### src/mipsCore_cfg.svh
// mips core sizing and reset configuration shared by stages and testbench
`ifndef MIPSCORE_CFG_SVH
`define MIPSCORE_CFG_SVH

// instruction memory holds 2**IMEM_ADDR_BITS words
`define IMEM_ADDR_BITS 6

// data memory holds 2**DMEM_ADDR_BITS words
`define DMEM_ADDR_BITS 6

// first fetch address after reset
`define RESET_PC 32'h0000_0000

// both memories are word addressed, byte offset bits dropped
`define WORD_OFFSET_BITS 2

`endif

### src/mipsPkg.sv
// mips core types for words, register indices, control and pipeline registers
`default_nettype none

package mipsPkg;

	// data and address word
	typedef logic [31:0] word_t;
	typedef logic [4:0] regIdx_t;
	typedef logic [5:0] opcode_t;
	typedef logic [5:0] funct_t;

	// operation class handed from control to execute
	typedef enum logic [1:0] {
		ALU_ADD,
		ALU_SUB,
		ALU_FUNCT,
		ALU_PASS
	} aluOp_t;

	// destination register select
	typedef enum logic [1:0] {
		DST_RT,
		DST_RD,
		DST_RA
	} regDst_t;

	// writeback data select
	typedef enum logic [1:0] {
		WB_ALU,
		WB_MEM,
		WB_PC4
	} wbSel_t;

	// all zero means a bubble that touches nothing
	typedef struct packed {
		logic aluSrc;
		regDst_t regDst;
		logic memWrite;
		logic memRead;
		logic branch;
		logic jump;
		wbSel_t memToReg;
		logic regWrite;
		aluOp_t aluOp;
	} ctrl_t;

	// fetch to decode
	typedef struct packed {
		logic valid;
		word_t pc;
		word_t instr;
	} ifId_t;

	// decode to execute
	typedef struct packed {
		logic valid;
		ctrl_t ctrl;
		word_t pc;
		word_t rsData;
		word_t rtData;
		word_t imm;
		funct_t funct;
		regIdx_t dest;
		word_t jumpTarget;
	} idEx_t;

	// execute to memory/writeback
	typedef struct packed {
		logic valid;
		ctrl_t ctrl;
		word_t aluResult;
		word_t storeData;
		word_t pcPlus4;
		regIdx_t dest;
	} exWb_t;

endpackage

`default_nettype wire

### src/fetchStage.sv
// fetch stage, pc register, instruction memory with load port, fetch/decode register
`timescale 1ns/1ps
`default_nettype none
`include "mipsCore_cfg.svh"

module fetchStage (
	input logic clk,
	input logic rst,
	input logic stall,
	input logic redirect,
	input mipsPkg::word_t target,
	input logic imemWe,
	input logic [`IMEM_ADDR_BITS-1:0] imemAddr,
	input mipsPkg::word_t imemData,
	output mipsPkg::ifId_t ifId
);

	mipsPkg::word_t imem [0:(1 << `IMEM_ADDR_BITS)-1];
	mipsPkg::word_t pc;
	logic [`IMEM_ADDR_BITS-1:0] pcIdx;

	// word index, upper pc bits ignored so fetch wraps
	assign pcIdx = pc[`WORD_OFFSET_BITS +: `IMEM_ADDR_BITS];

	// program load port
	always_ff @(posedge clk) begin
		if (imemWe) begin
			imem[imemAddr] <= imemData;
		end
	end

	always_ff @(posedge clk) begin
		if (rst) begin
			pc <= `RESET_PC;
			ifId.valid <= 1'b0;
		end else if (redirect) begin
			// taken transfer in execute, drop the fetched word
			pc <= target;
			ifId.valid <= 1'b0;
		end else if (!stall) begin
			pc <= pc + 32'd4;
			ifId.valid <= 1'b1;
		end
	end

	// payload follows the pc, held on stall
	always_ff @(posedge clk) begin
		if (!stall || redirect) begin
			ifId.pc <= pc;
			ifId.instr <= imem[pcIdx];
		end
	end

endmodule

`default_nettype wire

### config.mk
export PLATFORM = sky130hd
export DESIGN_NAME = fetchStage
export DESIGN_NICKNAME = d
export VERILOG_FILES = /design/src/mipsPkg.sv /design/src/fetchStage.sv
export VERILOG_INCLUDE_DIRS = /design/src
export SDC_FILE = /design/constraint.sdc
export NUM_CORES = 2
export LEC_CHECK = 0
export BUFFER_PORTS_ARGS = -buffer_cell sky130_fd_sc_hd__clkbuf_2
export CORE_MARGIN = 3
export CORE_UTILIZATION = 56
export CTS_CLUSTER_DIAMETER = 40
export CTS_CLUSTER_SIZE = 40
export DETAILED_ROUTE_END_ITERATION = 6
export HOLD_SLACK_MARGIN = 0.06
export PLACE_DENSITY_LB_ADDON = 0.3
export SLEW_MARGIN = 20
export SYNTH_ARGS = -nofsm -noshare
export SYNTH_HDL_FRONTEND = slang
export SYNTH_SLANG_ARGS = --single-unit
### constraint.sdc
create_clock -name clk -period 3.4 [get_ports clk]
set_input_delay 0.34 -clock clk [delete_from_list [all_inputs] [get_ports clk]]
set_output_delay 0.34 -clock clk [all_outputs]
set_load 0.01 [all_outputs]
==> flow_summary.yaml <==
clocking:
  cts_inserted_buffers: 218
  cts.clk_slew.worst_paths_ns: 0.07
  cts_tree: "built"
  clockBufferDepth: 3
  cts_root_buf: "clkbuf_16"
  clock_latency_ns: 0.85
  clock_sinks: 2145
  cts_max_level: 4
routing:
  drc: 0
  viasPerCell: 6.68
  antenna_left: 0
  wl_per_cell_um: 34.7
  drtIter0Drc: 5558
  drt-total-wl_um: 212000
  vias: 40800
  first_pass_iters: 7
worst_setup_path:
  critical-path-slowest-cell: "o21ai_0"
  critical_path_class: "reg -> reg"
  slowest_delay_ns: 0.85
  r2r_end: "ifId[21]"
  reg2reg_from: "pc[2]"
  cp.required_ns: 3.92
  setup.worst_path.end_class: "flip-flop"
  start_kind: "flip-flop"
  crit_chain: "buf_12 > mux4_2 > mux2_2 > o21ai_0 > a221oi_1"
  reg2reg_depth: 5
  crit_path_max_fanout: 56
  r2r_slack_ns: 0.11
  crit_arrival_ns: 3.82
floorplan:
  num_rows: 139
  die-area_mm2: 0.150
  die_w_um: 388
  ios: 140
  dieHeight_um: 388
  start_util_pct: 56.6
  core_mm2: 0.144
yosys:
  synthArstFlopShare_pct: 0
  synth_flop_cell: "edfxtp_1"
  syn-num-nets: 3629
  synth_top_area_share_pct: 77.7
  synth_area_mm2: 0.0817
  ys_types: 46
  synthCells: 3553
  ys_ff_latch: 2145
  yosysWarnings: 0
  yosysSeqAreaShare_pct: 78.5
  netlist_top_cells_area: "edfxtp_1, mux4_2, mux2i_1"
  synth_edf_count: 2112
  yosys-top-cells-count: "edfxtp_1, mux4_2, nor2_1"
  syn_area_per_cell_um2: 23.0
  yosysMostFrequentCell: "edfxtp_1"
  synth_top_area_cell: "edfxtp_1"
sta:
  fmax_mhz: 304
  worstMarginPinSlew_ns: 1.15
  rsz0062_at_grt: "false"
  final_hold_viol_count: 0
  final.setup.tns_ns: 0
  setup_violations: 0
  slew_violations: 0
  relSlewSlack_pct: 23.5
  fin_crit_ns: 3.29
  fin_skew_ns: 0.0447
  period_share_pct: 96.9
  worst_slack_ns: 0.106
place:
  port_buffers: 139
  hpwl_um: 118000
  post-place-ws_ns: -0.109
  finalWeightedCongestion: 0.832
global_routing:
  grt_pass1_vias: 41200
  grt_pass1_wl_um: 303000
  grt_max_degree: 67
  grt_usage_pct: 28.6
  antenna_found_initial: 21
  grt.overflow.total: 0
hold_path:
  hold-path-endpoint: "imem[4][7]"
  worstHoldStart: "imemData[7]"
  min_path_type: "in -> reg"
  whs_path_depth: 1
power_and_ir_drop:
  finalPower_mw: 57.8
  p_leak_nw: 29.6
  vdd_drop_max_mv: 0.540
  power_density_mw_per_mm2: 609
final_layout:
  syn_to_final_growth_pct: 16.1
  drive_above_1_share_pct: 33.5
  postLayoutCoreUtil_pct: 65.8
  num-nets-final: 4082
  n_fill_cell: 8790
outcome:
  status: "complete, no violations"
run:
  cap_violations: 0
[timing repair]
item	in CTS	in global routing
pin swaps	0	0
gates resized for setup	1	2
setup endpoints to repair	1	2
setup buffers	0	0
gates cloned	0	0
hold endpoints to repair	33	0
hold buffers	39	0
[final cells by class]
type                       instances  area, um^2  share of cell area, %
antenna                            9        22.5                 0.0238
timing repair buffer             428        3530                   3.72
inverter                           3        11.3                 0.0119
clock buffer                     233        5580                   5.88
multi-input combinational       1210       17200                   18.1
clock inverter                   177        2020                   2.13
tap                             1903        2380                   2.51
sequential                      2145       64100                   67.6
[where the power goes]
group          internal (mW)  switching (mW)  total [mW]  leakage [nW]
clock                   13.8            10.9        24.6          3.66
sequential              29.4           0.204        29.6          19.4
combinational           1.42            2.14        3.56          6.59
[state kept, by name, summed over array words and instances, names as in the netlist]
register and flops:
pc 32, imem 2048, ifId 65
[placed cells by master, fill, tap and decap left out, types with 25 or more instances in the layout]
master | synthesis | final
buf_4 | 18 | 204
o22ai_1 | 26 | 26
a22oi_1 | 52 | 51
dlygate4sd3_1 | 0 | 39
mux2i_1 | 121 | 121
clkbuf_16 | 0 | 221
edfxtp_1 | 2112 | 2112
nor2_1 | 122 | 58
dfxtp_1 | 33 | 29
a221oi_1 | 40 | 40
mux4_2 | 535 | 535
a211oi_1 | 28 | 28
buf_12 | 0 | 45
clkinv_2 | 0 | 25
clkinv_4 | 0 | 27
nand2_1 | 59 | 58
clkbuf_2 | 0 | 127
a21oi_1 | 32 | 30
nor2_4 | 0 | 62
inv_6 | 0 | 32
[how the worst max path moves through the flow]
stage | slack, ns | start | to | cells past startpoint
floorplan | 0.56 | imemAddr[1] | imem[59][0] | 4
global placement | -0.05 | pc[2] | ifId[6] | 6
detailed placement | -0.11 | pc[2] | ifId[6] | 6
CTS | 0.05 | pc[3] | ifId[19] | 7
global route | 0.01 | pc[3] | ifId[23] | 7
finish | 0.11 | pc[2] | ifId[21] | 5
[stage by stage]
| step | hold slack, ns | cell area, um^2 | std cells |
|---|---|---|---|
| final | 0.155 | 94800 | 6108 |
| after floorplan | 0.406 | 81700 | 3553 |
| after global placement | 0.411 | 86800 | 5649 |
| after detailed placement | 0.419 | 86800 | 5650 |
| after CTS | 0.0853 | 94800 | 6099 |
| after global routing | 0.166 | 94800 | 6099 |
[critical path: cells and delay by family, from the launching register on]
family / cells / cell delay, ns
DFF: 1 / 0.54
muxes: 2 / 0.84
AOI/OAI and AO/OA: 2 / 1.09
buffers and inverters: 1 / 0.41
[cells by family (layout without fill, tap and decap cells)]
group	after synthesis	count (layout)	share of synthesized area, %
AOI/OAI and AO/OA	245	245	2.13
muxes	672	672	16.5
buffers and inverters	198	841	1.14
adders and majority gates	1	1	0.0153
xor gates and xnor gates	28	28	0.300
other	0	9	0
and+or+nand+nor	264	264	1.47
DFF	2145	2145	78.5
[metal layers]
metal / global-route usage (%) / part of all wire, % / vias to the layer above
met5: 0 / 0.052 / -
met4: 11.0 / 4.1 / 16
met3: 7.53 / 13 / 465
met2: 44.1 / 47 / 2792
met1: 39.8 / 36 / 21400
li1: - / - / 16100
Note: power is estimated with default switching activity, not from simulation.
