<file path="src/mipsCore_cfg.svh">
// mips core sizing and reset configuration shared by stages and testbench
`ifndef MIPSCORE_CFG_SVH
`define MIPSCORE_CFG_SVH

// instruction memory holds 2**IMEM_ADDR_BITS words
`define IMEM_ADDR_BITS 6

// data memory holds 2**DMEM_ADDR_BITS words
`define DMEM_ADDR_BITS 6

// first fetch address after reset
`define RESET_PC 32'h0000_0000

// both memories are word addressed, byte offset bits dropped
`define WORD_OFFSET_BITS 2

`endif

</file>
<file path="src/mipsPkg.sv">
// mips core types for words, register indices, control and pipeline registers
`default_nettype none

package mipsPkg;

	// data and address word
	typedef logic [31:0] word_t;
	typedef logic [4:0] regIdx_t;
	typedef logic [5:0] opcode_t;
	typedef logic [5:0] funct_t;

	// operation class handed from control to execute
	typedef enum logic [1:0] {
		ALU_ADD,
		ALU_SUB,
		ALU_FUNCT,
		ALU_PASS
	} aluOp_t;

	// destination register select
	typedef enum logic [1:0] {
		DST_RT,
		DST_RD,
		DST_RA
	} regDst_t;

	// writeback data select
	typedef enum logic [1:0] {
		WB_ALU,
		WB_MEM,
		WB_PC4
	} wbSel_t;

	// all zero means a bubble that touches nothing
	typedef struct packed {
		logic aluSrc;
		regDst_t regDst;
		logic memWrite;
		logic memRead;
		logic branch;
		logic jump;
		wbSel_t memToReg;
		logic regWrite;
		aluOp_t aluOp;
	} ctrl_t;

	// fetch to decode
	typedef struct packed {
		logic valid;
		word_t pc;
		word_t instr;
	} ifId_t;

	// decode to execute
	typedef struct packed {
		logic valid;
		ctrl_t ctrl;
		word_t pc;
		word_t rsData;
		word_t rtData;
		word_t imm;
		funct_t funct;
		regIdx_t dest;
		word_t jumpTarget;
	} idEx_t;

	// execute to memory/writeback
	typedef struct packed {
		logic valid;
		ctrl_t ctrl;
		word_t aluResult;
		word_t storeData;
		word_t pcPlus4;
		regIdx_t dest;
	} exWb_t;

endpackage

`default_nettype wire

</file>
<file path="src/control.sv">
// control unit, decodes the opcode into the control struct used down the pipe
`timescale 1ns/1ps
`default_nettype none

module control (
	input mipsPkg::opcode_t opcode,
	output mipsPkg::ctrl_t ctrl
);

	// supported opcodes
	localparam mipsPkg::opcode_t OP_RTYPE = 6'h00;
	localparam mipsPkg::opcode_t OP_J = 6'h02;
	localparam mipsPkg::opcode_t OP_JAL = 6'h03;
	localparam mipsPkg::opcode_t OP_BEQ = 6'h04;
	localparam mipsPkg::opcode_t OP_ADDI = 6'h08;
	localparam mipsPkg::opcode_t OP_SUBI = 6'h09;
	localparam mipsPkg::opcode_t OP_LW = 6'h23;
	localparam mipsPkg::opcode_t OP_SW = 6'h2b;

	always_comb begin
		// start from a bubble so every field is defined
		ctrl = '0;
		case (opcode)
			OP_RTYPE: begin
				// funct picks the operation in execute
				ctrl.regDst = mipsPkg::DST_RD;
				ctrl.memToReg = mipsPkg::WB_ALU;
				ctrl.regWrite = 1'b1;
				ctrl.aluOp = mipsPkg::ALU_FUNCT;
			end
			OP_LW: begin
				// base plus sign extended offset
				ctrl.aluSrc = 1'b1;
				ctrl.regDst = mipsPkg::DST_RT;
				ctrl.memRead = 1'b1;
				ctrl.memToReg = mipsPkg::WB_MEM;
				ctrl.regWrite = 1'b1;
				ctrl.aluOp = mipsPkg::ALU_ADD;
			end
			OP_SW: begin
				ctrl.aluSrc = 1'b1;
				ctrl.memWrite = 1'b1;
				ctrl.aluOp = mipsPkg::ALU_ADD;
			end
			OP_BEQ: begin
				// rs minus rt, taken on zero
				ctrl.aluSrc = 1'b0;
				ctrl.branch = 1'b1;
				ctrl.aluOp = mipsPkg::ALU_SUB;
			end
			OP_J: begin
				ctrl.jump = 1'b1;
				ctrl.aluOp = mipsPkg::ALU_PASS;
			end
			OP_JAL: begin
				// link goes to r31 with pc+4
				ctrl.jump = 1'b1;
				ctrl.regDst = mipsPkg::DST_RA;
				ctrl.memToReg = mipsPkg::WB_PC4;
				ctrl.regWrite = 1'b1;
				ctrl.aluOp = mipsPkg::ALU_PASS;
			end
			OP_ADDI: begin
				ctrl.aluSrc = 1'b1;
				ctrl.regDst = mipsPkg::DST_RT;
				ctrl.memToReg = mipsPkg::WB_ALU;
				ctrl.regWrite = 1'b1;
				ctrl.aluOp = mipsPkg::ALU_ADD;
			end
			OP_SUBI: begin
				ctrl.aluSrc = 1'b1;
				ctrl.regDst = mipsPkg::DST_RT;
				ctrl.memToReg = mipsPkg::WB_ALU;
				ctrl.regWrite = 1'b1;
				ctrl.aluOp = mipsPkg::ALU_SUB;
			end
			default: begin
				// unknown opcode stays a bubble
				ctrl = '0;
			end
		endcase
	end

endmodule

`default_nettype wire

</file>
<file path="src/decodeStage.sv">
// decode stage, register file, control lookup, hazard interlock, decode/execute register
`timescale 1ns/1ps
`default_nettype none

module decodeStage (
	input logic clk,
	input logic rst,
	input mipsPkg::ifId_t ifId,
	input logic redirect,
	input logic wbEn,
	input mipsPkg::regIdx_t wbReg,
	input mipsPkg::word_t wbData,
	output logic stall,
	output mipsPkg::idEx_t idEx
);

	mipsPkg::word_t regs [0:31];
	mipsPkg::ctrl_t ctrl;
	mipsPkg::regIdx_t rs;
	mipsPkg::regIdx_t rt;
	mipsPkg::regIdx_t rd;
	mipsPkg::regIdx_t dest;
	mipsPkg::word_t rsData;
	mipsPkg::word_t rtData;
	mipsPkg::word_t imm;
	mipsPkg::word_t pcPlus4;
	mipsPkg::word_t jumpTarget;
	logic usesRs;
	logic usesRt;
	logic idExWrites;

	// instruction fields
	assign rs = ifId.instr[25:21];
	assign rt = ifId.instr[20:16];
	assign rd = ifId.instr[15:11];

	control u_control (
		.opcode(ifId.instr[31:26]),
		.ctrl(ctrl)
	);

	// register file, r0 never written
	always_ff @(posedge clk) begin
		if (rst) begin
			for (int i = 0; i < 32; i++) begin
				regs[i] <= '0;
			end
		end else if (wbEn && wbReg != 5'd0) begin
			regs[wbReg] <= wbData;
		end
	end

	// reads see a same cycle write
	assign rsData = (rs == 5'd0) ? '0 :
		(wbEn && wbReg == rs) ? wbData : regs[rs];
	assign rtData = (rt == 5'd0) ? '0 :
		(wbEn && wbReg == rt) ? wbData : regs[rt];

	assign imm = {{16{ifId.instr[15]}}, ifId.instr[15:0]};
	assign pcPlus4 = ifId.pc + 32'd4;
	// pseudo direct target from the upper pc+4 bits
	assign jumpTarget = {pcPlus4[31:28], ifId.instr[25:0], 2'b00};

	always_comb begin
		case (ctrl.regDst)
			mipsPkg::DST_RD: dest = rd;
			mipsPkg::DST_RA: dest = 5'd31;
			default: dest = rt;
		endcase
	end

	// source usage, jumps read nothing
	assign usesRs = !ctrl.jump && (ctrl.regWrite || ctrl.memWrite || ctrl.branch);
	assign usesRt = (ctrl.aluOp == mipsPkg::ALU_FUNCT) || ctrl.memWrite || ctrl.branch;

	// older instruction still in execute, r0 excluded
	assign idExWrites = idEx.valid && idEx.ctrl.regWrite && (idEx.dest != 5'd0);
	assign stall = ifId.valid && idExWrites &&
		((usesRs && rs == idEx.dest) || (usesRt && rt == idEx.dest));

	always_ff @(posedge clk) begin
		// bubble on stall, flush or empty slot
		if (rst || redirect || stall || !ifId.valid) begin
			idEx.valid <= 1'b0;
		end else begin
			idEx.valid <= 1'b1;
		end
	end

	// payload is don't care under a bubble
	always_ff @(posedge clk) begin
		idEx.ctrl <= ctrl;
		idEx.pc <= ifId.pc;
		idEx.rsData <= rsData;
		idEx.rtData <= rtData;
		idEx.imm <= imm;
		idEx.funct <= ifId.instr[5:0];
		idEx.dest <= dest;
		idEx.jumpTarget <= jumpTarget;
	end

endmodule

`default_nettype wire

</file>
<file path="config.mk">
export PLATFORM = sky130hd
export DESIGN_NAME = decodeStage
export DESIGN_NICKNAME = d
export VERILOG_FILES = /design/src/mipsCore_cfg.svh /design/src/mipsPkg.sv /design/src/control.sv /design/src/decodeStage.sv
export SDC_FILE = /design/constraint.sdc
export NUM_CORES = 2
export LEC_CHECK = 0
export BUFFER_PORTS_ARGS = -buffer_cell sky130_fd_sc_hd__buf_2
export CAP_MARGIN = 20
export CORE_UTILIZATION = 38
export DETAILED_ROUTE_END_ITERATION = 7
export SYNTH_ARGS = -nofsm -noshare
export SYNTH_HDL_FRONTEND = slang
export SYNTH_HIERARCHICAL = 1
export SYNTH_SLANG_ARGS = --single-unit
</file>
<file path="constraint.sdc">
create_clock -name clk -period 4.8 [get_ports clk]
set_input_delay 0 -clock clk [delete_from_list [all_inputs] [get_ports clk]]
set_output_delay 0 -clock clk [all_outputs]
set_load 0.1 [all_outputs]
</file>
==> flow_metrics.tcl <==
set metrics [dict create \
    grt_overflow 0 \
    final_hold_viol_count 0 \
    power_frac_comb_pct 14.4 \
    routed-via-count 36760 \
    die_y_um 394.3 \
    drv_slew 0 \
    regToRegSetupSlack_ps 2250 \
    yosysWarnings 6 \
    intPower_mw 19.01 \
    status "complete, no violations" \
    grt_use_met1_pct 32.91 \
    grt_pass1_wl_mm 276.8 \
    cts_resized 0 \
    yosysTopAreaCell "edfxtp_1" \
    rows 143 \
    drtAntennaViolNets 0 \
    yosysSeqAreaShare_pct 57.50 \
    layoutNonFillerInstCount 6251 \
    clock-skew-final_ps 20.94 \
    gp_congestion 0.8184 \
    wl_per_cell_um 31.30 \
    drt_iter0_drc 4497 \
    critPathRequiredTime_ps 5180 \
    period_share_pct 63.61 \
    critPathArrivalTime_ps 3440 \
    synth_seq_cells 1168 \
    synthCells 3828 \
    ir_worst_vdd_mv 0.3852 \
    grt-busiest-layer "met2" \
    critPathLaunchType "input port" \
    clk_latency_ps 770 \
    placed_cells 5829 \
    routed_wl_mm 195.7 \
    cp-end-kind "flip-flop" \
    grt_pass1_vias 37470 \
    hold_path.startpoint "ifId[16]" \
    ios 291 \
    async_reset_ff_share_pct 0 \
    worst_slew_pin_slew_ps 1143 \
    cpPeakStageDelay_ps 920 \
    io_buffers 288 \
    dpl.hpwl_mm 110.6 \
    cap_violations 0 \
    maxSlewHeadroom_pct 23.77 \
    grt_usage_pct 24.99 \
    cp_cell_sequence "dlygate4sd3_1, buf_4, nor2b_1, nand3_1, nor2_4, buf_4, or2_2" \
    clkPwrFrac_pct 39.9 \
    min_to "idEx[18]" \
    fmax_mhz 327.5 \
    ys.flop_type "edfxtp_1" \
    ff2ff_path_depth 6 \
    grt_max_degree 105 \
    core-area_um2 152400 \
    htree_levels 4 \
    leakage_nw 23.92 \
    fin_crit_ps 3053 \
    fill_cells 13380 \
    cts-root-buf "clkbuf_16" \
    syn_area_um2 58490 \
    power.density_nw_per_um2 385.9 \
    min_path_type "input port to flip-flop" \
    cts.sinks 1168 \
    grtUsageMet3_pct 4.971 \
    antenna_found_initial 6 \
    final_nets 4208 \
    pwr-share-seq_pct 45.8 \
    drc 0 \
    area_delta_synth_final_pct 16.20 \
    p_sw_share_pct 27.52 \
    viasPerCell 5.881 \
    cts_tree "yes" \
    setup_viol_count_final 0 \
    slowest_stage "or2_2" \
    synth_area_per_cell_um2 15.28 \
    final_layout_size_suffix_gt1_share_pct 28.91 \
    cts.clk_slew.worst_paths_ps 60 \
    p_sw_mw 7.221 \
    grt_use_met2_pct 40.96 \
    synth_edf_count 1024 \
    initial_core_util_pct 38.37 \
    synth.top_cell.area_share_pct 52.57 \
    first_pass_iters 5 \
    die_area_um2 155500 \
    cts_buffer_depth 3 \
    tns_ps 0 \
    whs_path_depth 2 \
    die_x_um 394.3 \
    yosys.cell_types.count 56 \
    cts_buffers 137 \
    critPathMaxFanout 33 \
    crit_type "input port to flip-flop" \
    cpMostUsedCell "buf_4" \
    r2r-start "regs[28][31]" \
    rsz0062_at_grt "no" \
    synth_top_cells_by_area "edfxtp_1, mux4_2, and2_1" \
    r2r-end "idEx[106]" \
]
==> cell type report <==
class | count | area, um2 | share of cell area, %
inverters | 5 | 18.77 | 0.02761
diodes | 8 | 20.02 | 0.02945
repair buffers | 546 | 4059 | 5.971
clock inverters | 50 | 411.6 | 0.6056
clock buffers | 202 | 4051 | 5.960
well taps | 2030 | 2540 | 3.737
multi-input cells | 2242 | 23240 | 34.19
flip-flops and latches | 1168 | 33630 | 49.48
==> power by group through the flow <==
stage	Sequential, mW	Clock, mW	Combinational [mW]
2_1_floorplan	12.9	0	1.83
3_3_place_gp	12.2	0	3.63
3_5_place_dp	12.2	0	3.65
4_1_cts	12.0	10.6	3.76
5_1_grt	12.1	10.9	3.90
6_report	12.0	10.5	3.77
==> sequential cells by signal, summed over array words and instances (netlist names) <==
| signal | count |
|---|---|
| idEx | 144 |
| regs | 1024 |
==> layout by cell type, fill, tap and decap left out, types with 29 or more instances in the layout <==
master / synthesis / final
nor2_4: 0 / 29
dfxtp_1: 144 / 144
o211ai_1: 33 / 33
a22o_1: 124 / 124
mux2i_1: 35 / 35
clkbuf_16: 0 / 146
nand2_1: 49 / 46
dlygate4sd3_1: 0 / 161
mux4_2: 512 / 512
o2111a_1: 31 / 31
buf_4: 62 / 81
edfxtp_1: 1024 / 1024
nand3_1: 38 / 38
and2_1: 994 / 994
clkbuf_1: 284 / 36
or2_2: 32 / 31
buf_2: 72 / 281
o211a_1: 30 / 30
o22ai_1: 63 / 63
conb_1: 1 / 34
o21ai_0: 85 / 85
mux2_2: 33 / 33
==> critical path: cells and delay by family <==
| family | cells | cell delay, ps |
|---|---|---|
| buffers and inverters | 3 | 1270 |
| AND/OR/NAND/NOR | 4 | 2140 |
==> metal layers <==
layer / vias to the layer above / share of wire (%)
met5: - / 0
met1: 19140 / 39
met3: 382 / 9.0
met2: 2003 / 48
met4: 0 / 3.4
li1: 15230 / -
==> cell families (layout without fill, tap and decap cells) <==
logic type	count (synthesis)	after routing	synth area share (%)
flip-flops	1168	1168	57.50
XOR/XNOR	24	24	0.3593
AND/OR/NAND/NOR	1204	1204	12.50
buffers and inverters	451	803	3.510
AO/OA/AOI/OAI	398	398	5.134
other	1	42	0.006411
adder cells (fa/ha/maj)	2	2	0.04277
multiplexers	580	580	20.95
==> metrics by stage <==
stage,util [%],area (um2),hold slack [ps],power [mW],setup WS (ps)
final,44.59,67970,13.81,26.23,1747
after global routing,44.58,67950,32.01,26.91,1627
after CTS,44.56,67930,6.531,26.34,1789
after detailed placement,40.58,61860,104.2,15.85,1517
after global placement,40.58,61860,101.7,15.81,1564
after floorplan,-,58620,27.72,14.73,2264
==> cell usage after synthesis, drive strengths merged, types with 2 or more instances <==
master,instances
mux2i,35
edfxtp,1024
xnor2,10
a21boi,2
nor3b,2
nand3b,4
nand4,8
nand4b,2
mux4,512
nand3,39
o211a,30
buf,162
clkbuf,284
nand2b,4
or3,4
o21ai,97
a21oi,9
o2111a,31
xor2,14
ha,2
nand2,49
o22ai,63
nor2,40
a22o,124
nor4b,2
and2,995
or4,2
o211ai,33
inv,5
nor3,7
or2,32
mux2,33
nor2b,3
dfxtp,144
a211oi,3
nor4,6
or3b,2
==> worst max-delay path by stage <==
stage | startpoint | to | slack [ps] | cells after the start
after global placement | rst | regs[23][12] | 1560 | 6
final | rst | regs[23][8] | 1750 | 7
after CTS | rst | regs[23][13] | 1790 | 7
after global routing | rst | regs[23][9] | 1630 | 7
after detailed placement | rst | regs[23][8] | 1520 | 6
after floorplan | idEx[34] | stall | 2260 | 5
==> what timing repair did <==
| action | in CTS | in global routing |
|---|---|---|
| endpoints found under the hold margin | 1152 | 0 |
| setup buffers | 0 | 0 |
| hold buffers | 161 | 0 |
(Power assumes the default switching activity.)
