<file path="src/mipsCore_cfg.svh">
// mips core sizing and reset configuration shared by stages and testbench
`ifndef MIPSCORE_CFG_SVH
`define MIPSCORE_CFG_SVH

// instruction memory holds 2**IMEM_ADDR_BITS words
`define IMEM_ADDR_BITS 6

// data memory holds 2**DMEM_ADDR_BITS words
`define DMEM_ADDR_BITS 6

// first fetch address after reset
`define RESET_PC 32'h0000_0000

// both memories are word addressed, byte offset bits dropped
`define WORD_OFFSET_BITS 2

`endif

</file>
<file path="src/mipsPkg.sv">
// mips core types for words, register indices, control and pipeline registers
`default_nettype none

package mipsPkg;

	// data and address word
	typedef logic [31:0] word_t;
	typedef logic [4:0] regIdx_t;
	typedef logic [5:0] opcode_t;
	typedef logic [5:0] funct_t;

	// operation class handed from control to execute
	typedef enum logic [1:0] {
		ALU_ADD,
		ALU_SUB,
		ALU_FUNCT,
		ALU_PASS
	} aluOp_t;

	// destination register select
	typedef enum logic [1:0] {
		DST_RT,
		DST_RD,
		DST_RA
	} regDst_t;

	// writeback data select
	typedef enum logic [1:0] {
		WB_ALU,
		WB_MEM,
		WB_PC4
	} wbSel_t;

	// all zero means a bubble that touches nothing
	typedef struct packed {
		logic aluSrc;
		regDst_t regDst;
		logic memWrite;
		logic memRead;
		logic branch;
		logic jump;
		wbSel_t memToReg;
		logic regWrite;
		aluOp_t aluOp;
	} ctrl_t;

	// fetch to decode
	typedef struct packed {
		logic valid;
		word_t pc;
		word_t instr;
	} ifId_t;

	// decode to execute
	typedef struct packed {
		logic valid;
		ctrl_t ctrl;
		word_t pc;
		word_t rsData;
		word_t rtData;
		word_t imm;
		funct_t funct;
		regIdx_t dest;
		word_t jumpTarget;
	} idEx_t;

	// execute to memory/writeback
	typedef struct packed {
		logic valid;
		ctrl_t ctrl;
		word_t aluResult;
		word_t storeData;
		word_t pcPlus4;
		regIdx_t dest;
	} exWb_t;

endpackage

`default_nettype wire

</file>
<file path="src/executeStage.sv">
// execute stage with the ALU, branch and jump resolution and the execute/writeback register
`timescale 1ns/1ps
`default_nettype none

module executeStage (
	input logic clk,
	input logic rst,
	input mipsPkg::idEx_t idEx,
	output logic redirect,
	output mipsPkg::word_t target,
	output mipsPkg::exWb_t exWb
);

	// R-format funct codes
	localparam mipsPkg::funct_t FN_SUB = 6'h22;
	localparam mipsPkg::funct_t FN_AND = 6'h24;
	localparam mipsPkg::funct_t FN_OR = 6'h25;
	localparam mipsPkg::funct_t FN_SLT = 6'h2a;

	mipsPkg::word_t opA;
	mipsPkg::word_t opB;
	mipsPkg::word_t result;
	mipsPkg::word_t pcPlus4;
	mipsPkg::word_t branchTarget;
	logic branchTaken;

	assign opA = idEx.rsData;
	// immediate for memory and addi/subi, rt otherwise
	assign opB = idEx.ctrl.aluSrc ? idEx.imm : idEx.rtData;

	always_comb begin
		case (idEx.ctrl.aluOp)
			mipsPkg::ALU_ADD: result = opA + opB;
			mipsPkg::ALU_SUB: result = opA - opB;
			mipsPkg::ALU_FUNCT: begin
				case (idEx.funct)
					FN_SUB: result = opA - opB;
					FN_AND: result = opA & opB;
					FN_OR: result = opA | opB;
					// signed compare
					FN_SLT: result = {31'd0, $signed(opA) < $signed(opB)};
					// add and every other funct code
					default: result = opA + opB;
				endcase
			end
			default: result = opB;
		endcase
	end

	assign pcPlus4 = idEx.pc + 32'd4;
	assign branchTarget = pcPlus4 + {idEx.imm[29:0], 2'b00};
	// beq equal when the difference is zero
	assign branchTaken = idEx.ctrl.branch && (result == '0);

	// flushes fetch and decode for this cycle
	assign redirect = idEx.valid && (idEx.ctrl.jump || branchTaken);
	assign target = idEx.ctrl.jump ? idEx.jumpTarget : branchTarget;

	always_ff @(posedge clk) begin
		if (rst) begin
			exWb.valid <= 1'b0;
		end else begin
			exWb.valid <= idEx.valid;
		end
	end

	always_ff @(posedge clk) begin
		exWb.ctrl <= idEx.ctrl;
		exWb.aluResult <= result;
		// sw writes rt
		exWb.storeData <= idEx.rtData;
		exWb.pcPlus4 <= pcPlus4;
		exWb.dest <= idEx.dest;
	end

endmodule

`default_nettype wire

</file>
<file path="config.mk">
export PLATFORM = sky130hd
export DESIGN_NAME = executeStage
export DESIGN_NICKNAME = d
export VERILOG_FILES = /design/src/mipsCore_cfg.svh /design/src/mipsPkg.sv /design/src/executeStage.sv
export SDC_FILE = /design/constraint.sdc
export NUM_CORES = 1
export LEC_CHECK = 0
export BUFFER_PORTS_ARGS = -buffer_cell sky130_fd_sc_hd__buf_2
export CELL_PAD_IN_SITES_DETAIL_PLACEMENT = 0
export CELL_PAD_IN_SITES_GLOBAL_PLACEMENT = 1
export CORE_ASPECT_RATIO = 1.25
export CORE_MARGIN = 2
export CORE_UTILIZATION = 30
export DETAILED_ROUTE_END_ITERATION = 12
export PLACE_DENSITY_LB_ADDON = 0.1
export SYNTH_ARGS = -nofsm -noshare
export SYNTH_HDL_FRONTEND = slang
export SYNTH_SLANG_ARGS = --single-unit
</file>
<file path="constraint.sdc">
create_clock -name clk -period 11 [get_ports clk]
set_input_delay 1.65 -clock clk [delete_from_list [all_inputs] [get_ports clk]]
set_output_delay 1.65 -clock clk [all_outputs]
set_load 0.005 [all_outputs]
</file>
==> results of run 1 <==
==> layout make-up <==
cell class	count	area, um2
fillers	3890	22600
diodes	1	2.50
well taps	480	601
clock inverters	15	135
multi-input cells	1145	8110
flip-flops and latches	114	2280
repair buffers	344	1750
clock buffers	17	425
inverters	124	465
==> through the flow <==
step	utilization	setup slack, ns
after floorplan	-	3.33
after global placement	0.363	2.21
after detailed placement	0.363	2.18
after CTS	0.378	2.17
after global routing	0.378	1.95
final	0.378	2.04
==> synth_stat cells (7+ instances only) <==
master / n
dfxtp_1: 114
inv_1: 120
o21ai_0: 87
o21bai_1: 13
mux2i_1: 39
or2_2: 14
nor2b_1: 15
mux2_2: 17
nand4_1: 9
nor2_1: 113
o21a_1: 12
and3_1: 22
a21o_1: 28
a221oi_1: 10
o211ai_1: 24
clkbuf_1: 52
xor2_1: 29
nand3_1: 35
nand2_1: 134
o221ai_1: 9
ha_1: 137
a211o_1: 7
a31oi_1: 13
nor3_1: 29
xnor2_1: 63
nand2b_1: 9
nor4_1: 19
a21oi_1: 102
a211oi_1: 19
o31ai_1: 14
o31a_1: 7
==> where the power goes <==
part | switching (mW) | leakage (nW) | internal, mW
clock | 0.233 | 0.274 | 0.312
combinational | 0.434 | 5.37 | 0.277
sequential | 0.0156 | 0.962 | 0.456
total | 0.682 | 6.61 | 1.05
==> logic make-up (layout without fill, tap and decap cells) <==
family          Yosys count  in the layout  synth area share
compound gates          425            425             0.260
xor+xnor                 92             92            0.0727
fa+ha+maj               140            140             0.160
buf+inv                 184            500            0.0628
flops                   114            114             0.206
mux                      57             57            0.0545
other cells               0              1                 0
simple gates            431            431             0.185
==> per-layer routing <==
metal	part of all wire	routed length [um]	GRT usage
met1	0.43	22300	0.326
met2	0.49	25400	0.469
met3	0.056	2910	0.0393
met4	0.032	1690	0.0926
met5	0	0	0
==> worst paths after layout <==
check,end,slack [ns],from
hold / removal,exWb[109],1.30,idEx[179]
setup / recovery,redirect,2.04,idEx[182]
==> worst max-delay path: cells and delay by family <==
| kind | cells | cell delay (ns) |
|---|---|---|
| compound gates | 5 | 1.82 |
| simple gates | 5 | 1.34 |
| buf+inv | 3 | 1.07 |
| fa+ha+maj | 2 | 0.68 |
| mux | 2 | 0.50 |
| xor+xnor | 1 | 0.19 |
==> results.txt, run 1 <==
The number of CTS-inserted buffers came out at 17. In the post-synthesis netlist, the biggest area contributors are dfxtp_1 (21%), ha_1 (15%), xnor2_1 (5.0%). In the routed design, unresolved DRC markers number 0. The required time reported for the critical path endpoint came out at 9.35 ns.

The total half-perimeter wirelength after legalization and detailed placement came out at 42600 um. The tree is rooted in a clkbuf_16. The launching element type of the critical path is a primary input. Setup repair after global routing left no endpoint under its margin. The sequential cell area fraction in the yosys report is 0.206. The register bit total from synthesis is 114. In this run, synthesis inferred 0 flip-flops with an integrated enable.

The reported leakage power came out at about 6.6 nW. The number of global-route vias before repair came to 11800. The largest single stage delay on the critical path is 0.84 ns.

The die height is 219 um. The count of mapped cells out of synthesis is 1443. The sum of negative setup slack is 0 ns. The finished cells cover approximately 14000 um2. In the global route stage, overall resource usage came out at 0.265. The total of hold buffers inserted after clock tree synthesis is 0. The number of cells in the finished layout apart from fillers came out at 2240. The final critical path time including I/O delays and setup is ~9.0 ns. In the routed layout, each cell is associated on average with a via count of around 5.4. The mapped netlist covers around 11000 um2. The count of boundary I/O pins is 333. The total count of max-transition violations in the final report is 0. Based on the critical path, the design can be clocked at up to 112 MHz. The largest registers in the layout are exWb x114. For this design, the slowest cell found on the critical path is buf_2. The run finished with clean final reports. The async set or reset register ratio after synthesis came out at 0.

The arrival time of the worst setup path is about 7.3 ns. The count of buffers inserted at the top-level ports came out at approximately 330. The count of yosys warnings during synthesis is 0. The die boundary width is 176 um.

The cell depth of the worst hold path is 1. Across all hold checks on the routed design, the worst slack comes to 1.30 ns. After clock tree synthesis, the clock-pin slew on the worst setup and hold paths is approximately 0.060 ns. The library cell used most frequently in the layout, excluding fill and tap cells, is buf_2. Post-CTS repair changed the size of 0 cells. TritonCTS built the clock tree. The number of different library cells in the post-synthesis netlist came out at 85. The total overflow reported by the global router came out at 0. The total area inside the core boundary comes to 36400 um2. The fraction of the cycle the final worst path needs is 0.815. The number of flip-flops in the largest register is 114.

The number of nets in the final layout is approximately 2100. The number of antenna violations at the first check in global routing is 2. The largest register by flop count is exWb.

The power density over the cells came out at 125 nW/um2. The total power draw is 1.73 mW. The maximum level of the CTS H-tree is 4.

The routed wire length came out at 52300 um. Setup violations remaining at the end of the flow were counted as 0. The mean area per synthesized cell is 7.69 um2. For this configuration, the core starts out at a cell density of 0.305. Max-cap violations in this run came to 0.

The number of search-and-repair iterations in the first detailed-routing pass came out at 5. The number of cells in the design after placement came out at between 2000 and 2500. The layout overhead on the synthesized area came out at 24.2%. The library cells used most frequently in the layout, excluding fill and tap cells, are buf_2 (332), ha_1 (137), nand2_1 (134). The count of buffers added by post-CTS timing repair for setup is 0. The sink count of the clock tree is 114. The global-route wire length before repair is 75700 um. Of the post-synthesis cell area, the dominant cell type holds 0.206. In this run the worst path has a maximum fanout of 33. Walking the worst path, the cells encountered are buf_2, mux2i_1, inv_1, ha_1, fa_1, nor2b_1, o31a_1, o21ai_0, a21oi_1, o32ai_1, xnor2_1, mux2i_1, o221a_2, nor4b_1, and4b_1, nand4b_1, nand2_1, buf_2. The number of DRC markers after the initial detailed-route iteration is about 770. The largest net degree at the start of global routing came out at 62.

Headroom to the max-slew limit came out at 0.216. At the pin with the least slew margin, the transition time is 1.18 ns. In this run the remaining antenna-violating nets after routing total 0.

The synthesized design spends more area on one cell type than any other, namely dfxtp_1. The final hold violation count came to 0. The critical path in this run is classified as in2out. The via count is ~12000. The fraction of layout instances using a drive strength above 1 came out at 0.243. For this run, the leading register cell type out of synthesis is dfxtp_1. Summing all placed instances gives a cell area of between 10000 and 15000 um2. The mean routed wirelength per cell is 23.4 um. When the netlist entered floorplanning its net count stood at approximately 1800. The final estimated routing congestion in global placement is 0.946. The largest buffer count on any clock path is 2. The die outline area came out at 38500 um2. The maximum vdd ir drop is 0.0991 mV.

The tightest min-delay check is of the in2reg type. The kind of end point of the critical path is a primary output. The number of rows in the core area is 78.
Power figures use the tool's default switching activity.
==> run 2: changes to the inputs <==
Clock period 11 ns to 9.4 ns, I/O delays scaled along.
==> results.txt, run 2 (synthesized netlist as in run 1, its figures left out) <==
The number of nets in the final layout is 2077. The number of CTS-inserted buffers came out at 17. The final cell utilization of the core is 0.380. Power spread over the standard cell area amounts to 147 nW/um2. The run finished with clean final reports. In this run the worst path has a maximum fanout of 20. The first global-routing pass estimated 75000 um of wire. The number of max-capacitance violations reported came out at 0. The post-route antenna net violation count is 0.

The floorplan core area is 36400 um2. The maximum level of the CTS H-tree came out at 4. Detailed placement ended at an HPWL of 41700 um. The total overflow reported by the global router is 0. The sink count of the clock tree is around 110. Port buffering added 332 buffers. The largest registers in the layout are exWb x114. In this run the clock root is driven by a clkbuf_16.

The DRC violation count after routing is 0. The TritonCTS clock tree is built. More flip-flops sit in one register than any other, and that register is exWb. Across every metal layer, demand over resource in global routing totals 0.261. The maximum vdd ir drop came out at 0.124 mV. Across all setup checks in the final design, the least slack found is approximately 1.3 ns. The register with the most flip-flops in the layout has approximately 110 of them. The total of hold buffers inserted after clock tree synthesis is 0. STA classifies the critical path endpoint as a primary output. The initial cell density of the core is 0.305. The met1 capacity usage during global routing came out at 0.317.

The final layout contains routed wiring with a total length of 51500 um. The met3 demand-to-capacity share in global routing came out at 0.0381. The setup slack at placement came out at 1.42 ns. The library cell used most frequently in the layout, excluding fill and tap cells, is buf_2. The cell depth of the worst hold path is 1. Of the cells placed in the final design, the portion with a size suffix greater than 1 is 0.245. The arrival time of the worst setup path came out at 6.67 ns.

The die height is 219 um. The reported leakage power is 6.63 nW. In this run, post-CTS repair resized a total of 0 instances.

The final-layout fill cell count is roughly 4000. The number of rows in the core area is 78. The total of endpoints with negative setup slack in the final report is 0. The first routing iteration left 870 violations. The largest net degree at the start of global routing came out at between 60 and 70. Setup repair after global routing left no endpoint under its margin.

The final hold violation count came out at 0. At the pin with the least slew margin, the transition time is 0.985 ns. The worst path in the final design needs a cycle of 8.08 ns, including I/O delays and setup. Clock-pin slew was measured on the worst setup and hold paths at ~0.060 ns. The number of antenna violations at the first check in global routing came to 2. The worst slew slack as a fraction of its limit came out at 0.341. The worst setup path is of the in2out kind.

The completed layout was analyzed and its total power is 2.03 mW. In the layout the commonest cells are buf_2 (332), ha_1 (137), nand2_1 (134). The largest buffer count on any clock path is 2. met2 is the most crowded layer. The sum of negative setup slack is 0 ns.

The total count of max-transition violations in the final report is 0. The mean number of vias per cell is 5.41. The die outline area came out at 38500 um2. STA classifies the critical path startpoint as a primary input.

The tightest min-delay check is of the in2reg type. The number of global-route vias before repair came out at 11900. The via count came out at 12100. The mean routed wirelength per cell came out at roughly 23 um.

The final estimated routing congestion in global placement came out at 0.899. The count of buffers added by post-CTS timing repair for setup came out at 0. The met2 routing resource usage after global routing came out at 0.463. The fraction of the cycle the final worst path needs came out at 0.860. Compared with the post-synthesis result, the final layout area differs by 24.6%. The number of search-and-repair iterations in the first detailed-routing pass is 5. The count of boundary I/O pins came out at about 330. The required time reported for the critical path endpoint came out at ~8 ns. The die boundary width is 176 um. The highest clock frequency the design can meet is 124 MHz.
-- run 2: cell types whose count changed in the layout (fill, tap and decap cells not counted) --
| cell | previous run | this run |
|---|---|---|
| buf_4 | 12 | 17 |
| clkbuf_8 | 0 | 1 |
| clkinv_2 | 4 | 2 |
| clkinv_4 | 5 | 4 |
| clkinvlp_4 | 2 | 5 |
| inv_6 | 3 | 1 |
| inv_8 | 0 | 1 |
-- run 2: worst max-delay path, cell delays in order --
cell	delay [ns]
buf_2	0.45
buf_4	0.38
mux2i_1	0.73
ha_1	0.46
or4_1	0.46
nor3_1	0.28
nand2_1	0.13
a21oi_1	0.19
o211ai_1	0.17
a21boi_1	0.29
nor3_1	0.07
o311ai_0	0.30
o21ai_0	0.33
nor4_1	0.47
nand4b_1	0.26
nand2_1	0.13
buf_2	0.11
-- run 2: report_power, final --
group	total, mW	internal (mW)	switching [mW]
clock network	0.645	0.373	0.273
logic	0.833	0.326	0.507
registers	0.550	0.534	0.0166
-- run 2: layer usage --
| layer | wire length [um] | vias up |
|---|---|---|
| met3 | 3220 | 93 |
| met4 | 1620 | 2 |
| met2 | 25100 | 524 |
| met5 | 13 | - |
| met1 | 21500 | 5719 |
| li1 | - | 5811 |
-- run 2: path summary, 6_finish.rpt --
kind / from / to
worst max-delay path: idEx[182] / redirect
worst min-delay path: idEx[179] / exWb[109]
-- run 2: cell type report --
type	count	area [um2]	area share
antenna	1	2.50	0.000181
clock buffer	18	439	0.0318
clock inverter	14	133	0.00959
inverter	124	465	0.0337
multi-input combinational	1145	8110	0.587
sequential	114	2280	0.165
tap	480	601	0.0434
timing repair buffer	349	1790	0.129
-- run 2: stage by stage --
| stage | area, um2 | hold slack, ns | std cells |
|---|---|---|---|
| 2_1_floorplan | 11100 | 1.44 | 1443 |
| 3_3_place_gp | 13200 | 1.51 | 2212 |
| 3_5_place_dp | 13200 | 1.51 | 2212 |
| 4_1_cts | 13800 | 1.04 | 2244 |
| 5_1_grt | 13800 | 1.06 | 2244 |
| 6_report | 13800 | 1.07 | 2245 |
==> run 3: changes to the inputs <==
Settings changed: CAP_MARGIN from default to 20, CORE_ASPECT_RATIO 1.25 to 0.9, SKIP_CTS_REPAIR_TIMING from default to 1.
==> results.txt, run 3 (synthesized netlist as in run 1, its figures left out) <==
Walking the worst path, the cells encountered are buf_2, mux2i_1, inv_1, ha_1, fa_1, o21bai_1, a211oi_1, o21ai_0, nand2_1, a221oi_1, o221ai_1, nor4_1, nand4_1, nor4b_1, and4b_1, nand4b_1, nand2_1, buf_2. The area growth from synthesis to layout is 25.4%. The number of DRC markers after the initial detailed-route iteration is 726. The analysis attributes to cell leakage a power of 6.68 nW. The final critical path time including I/O delays and setup came out at 8.34 ns. The die height came out at 186 um. The number of cells in the design after placement is ~2200. The highest clock frequency the design can meet is 120 MHz. The library cell used most frequently in the layout, excluding fill and tap cells, is buf_2. The count of cells in the finished layout, fillers not included, comes to 2243. Dividing the detail-routed via count by the number of cells gives 5.35. The largest fanout on the critical path is 15. The number of rows in the core area came out at 66. Of the total power, combinational logic draws 0.390. The power density over the cells came out at ~150 nW/um2. The mean routed wirelength per cell came out at between 20 and 25 um. IR analysis of the VDD net gives a maximum drop of ~0.14 mV. exWb holds more flip-flops than any other register. The floorplan core area is approximately 36000 um2. For this run, design rule violations remaining after detail routing come to 0. The clock passes through at most 2 buffers. The internal power component is about 1.3 mW.

The total half-perimeter wirelength after legalization and detailed placement came out at 41300 um. The die outline area is slightly below 40000 um2. The routed wire length is 51200 um.

The fraction of the cycle the final worst path needs is 0.887. The total of endpoints with negative setup slack in the final report is 0. The number of global-route vias before repair is about 12000. The library cells used most frequently in the layout, excluding fill and tap cells, are buf_2 (332), ha_1 (137), nand2_1 (134).

The analysis attributes to net switching a power of 0.817 mW. TritonCTS built the clock tree. The fraction of layout instances using a drive strength above 1 came out at 0.247. The number of max-capacitance violations reported is 0. The die boundary width came out at 207 um. The overall global routing resource usage is 0.260. The number of CTS-inserted buffers is 17. The worst hold path belongs to the class in2reg.

The maximum level of the CTS H-tree came out at 4. The required time reported for the critical path endpoint came out at approximately 8 ns. The category of the critical setup timing path is in2out. The total count of max-transition violations in the final report was 0. In the final timing run, aggregate negative setup slack is 0 ns.

The final estimated routing congestion in global placement is 0.965. The cell depth of the worst hold path is 1. STA classifies the critical path startpoint as a primary input. The clock group share of total power came out at 0.351. The routed layout has 12000 vias. Measured on the finished design, the core utilization comes to 0.384. Data on the critical path arrives at its endpoint at 6.93 ns. Timing analysis after detailed placement gives a worst setup slack of 1.16 ns. The number of antenna violations at the first check in global routing was 2. STA classifies the critical path endpoint as a primary output. CTS placed an instance of clkbuf_16 at the clock tree root. The final-layout fill cell count is 3932. The final hold violation count came out at 0. Setup repair after global routing left no endpoint under its margin. The sink count of the clock tree came out at around 110. The total power draw came out at 2.13 mW. The worst slew slack as a fraction of its limit is 0.277.

The largest registers in the layout are exWb x114. The worst-margin pin slew came out at approximately 1.1 ns. The library cell contributing the largest single delay on the critical path is nor4b_1. The global-route wire length before repair came out at 74600 um. For this configuration, the core starts out at a cell density of 0.306. The largest net degree at the start of global routing is 62. In this run the count of I/O pins placed on the die edge is ~330. The flow ran to the end, and the final reports show no timing, DRC or antenna violations. The CTS clock-pin slew for the worst setup and hold paths is roughly 0.070 ns. At the end of the flow, the number of nets in the layout was 2079. The number of search-and-repair iterations in the first detailed-routing pass is 5. The post-route antenna net violation count is 0.

In this design, the stage delay of the slowest critical-path cell is 0.64 ns. The number of flip-flops in the largest register came out at 114. The sequential share of power is 0.258.

The switching share of total power is 0.383. The total overflow reported by the global router came out at 0. The worst path meets setup with 1.06 ns of slack.

The count of buffers inserted at the top-level ports is 332.
## run 3: cell types whose count changed in the layout (fill, tap and decap cells not counted), moves of 2 or more
| cell | previous run | this run |
|---|---|---|
| buf_4 | 17 | 19 |
| bufinv_16 | 1 | 4 |
| clkinv_2 | 2 | 0 |
| clkinv_4 | 4 | 2 |
| clkinvlp_4 | 5 | 1 |
| inv_6 | 1 | 6 |
## run 3: power by group through the flow
stage / Clock (mW) / Combinational, mW / Sequential, mW
after floorplan: 0 / 0.497 / 0.564
after global placement: 0 / 0.824 / 0.562
after detailed placement: 0 / 0.821 / 0.561
after CTS: 0.760 / 0.827 / 0.551
after global routing: 0.784 / 0.908 / 0.555
final: 0.749 / 0.831 / 0.551
## run 3: area by class of cell
| class | count | area [um2] | area share |
|---|---|---|---|
| antenna | 1 | 2.50 | 0.000180 |
| clock buffer | 17 | 425 | 0.0306 |
| clock inverter | 15 | 220 | 0.0158 |
| inverter | 124 | 465 | 0.0335 |
| multi-input combinational | 1145 | 8120 | 0.583 |
| sequential | 114 | 2280 | 0.164 |
| tap | 476 | 596 | 0.0428 |
| timing repair buffer | 351 | 1800 | 0.130 |
## run 3: layer usage
metal,global-route usage,share of wire
met5,0,0
met4,0.107,0.038
met1,0.335,0.44
met3,0.0430,0.058
met2,0.429,0.46
## run 3: final timing paths
check,start,endpoint,slack (ns)
max,idEx[182],redirect,1.06
min,idEx[35],exWb[3],1.04
## run 3: metrics by stage
| step | instance area, um2 | hold slack (ns) |
|---|---|---|
| 5_1_grt | 13900 | 1.02 |
| 3_5_place_dp | 13300 | 1.51 |
| 4_1_cts | 13900 | 1.01 |
| 2_1_floorplan | 11100 | 1.44 |
| 3_3_place_gp | 13300 | 1.51 |
| 6_report | 13900 | 1.04 |
## run 3: critical path: cells and delay by family
kind | cells | cell delay (ns)
simple gates | 7 | 2.16
compound gates | 5 | 1.47
fa+ha+maj | 2 | 0.68
buf+inv | 3 | 0.62
mux | 1 | 0.57
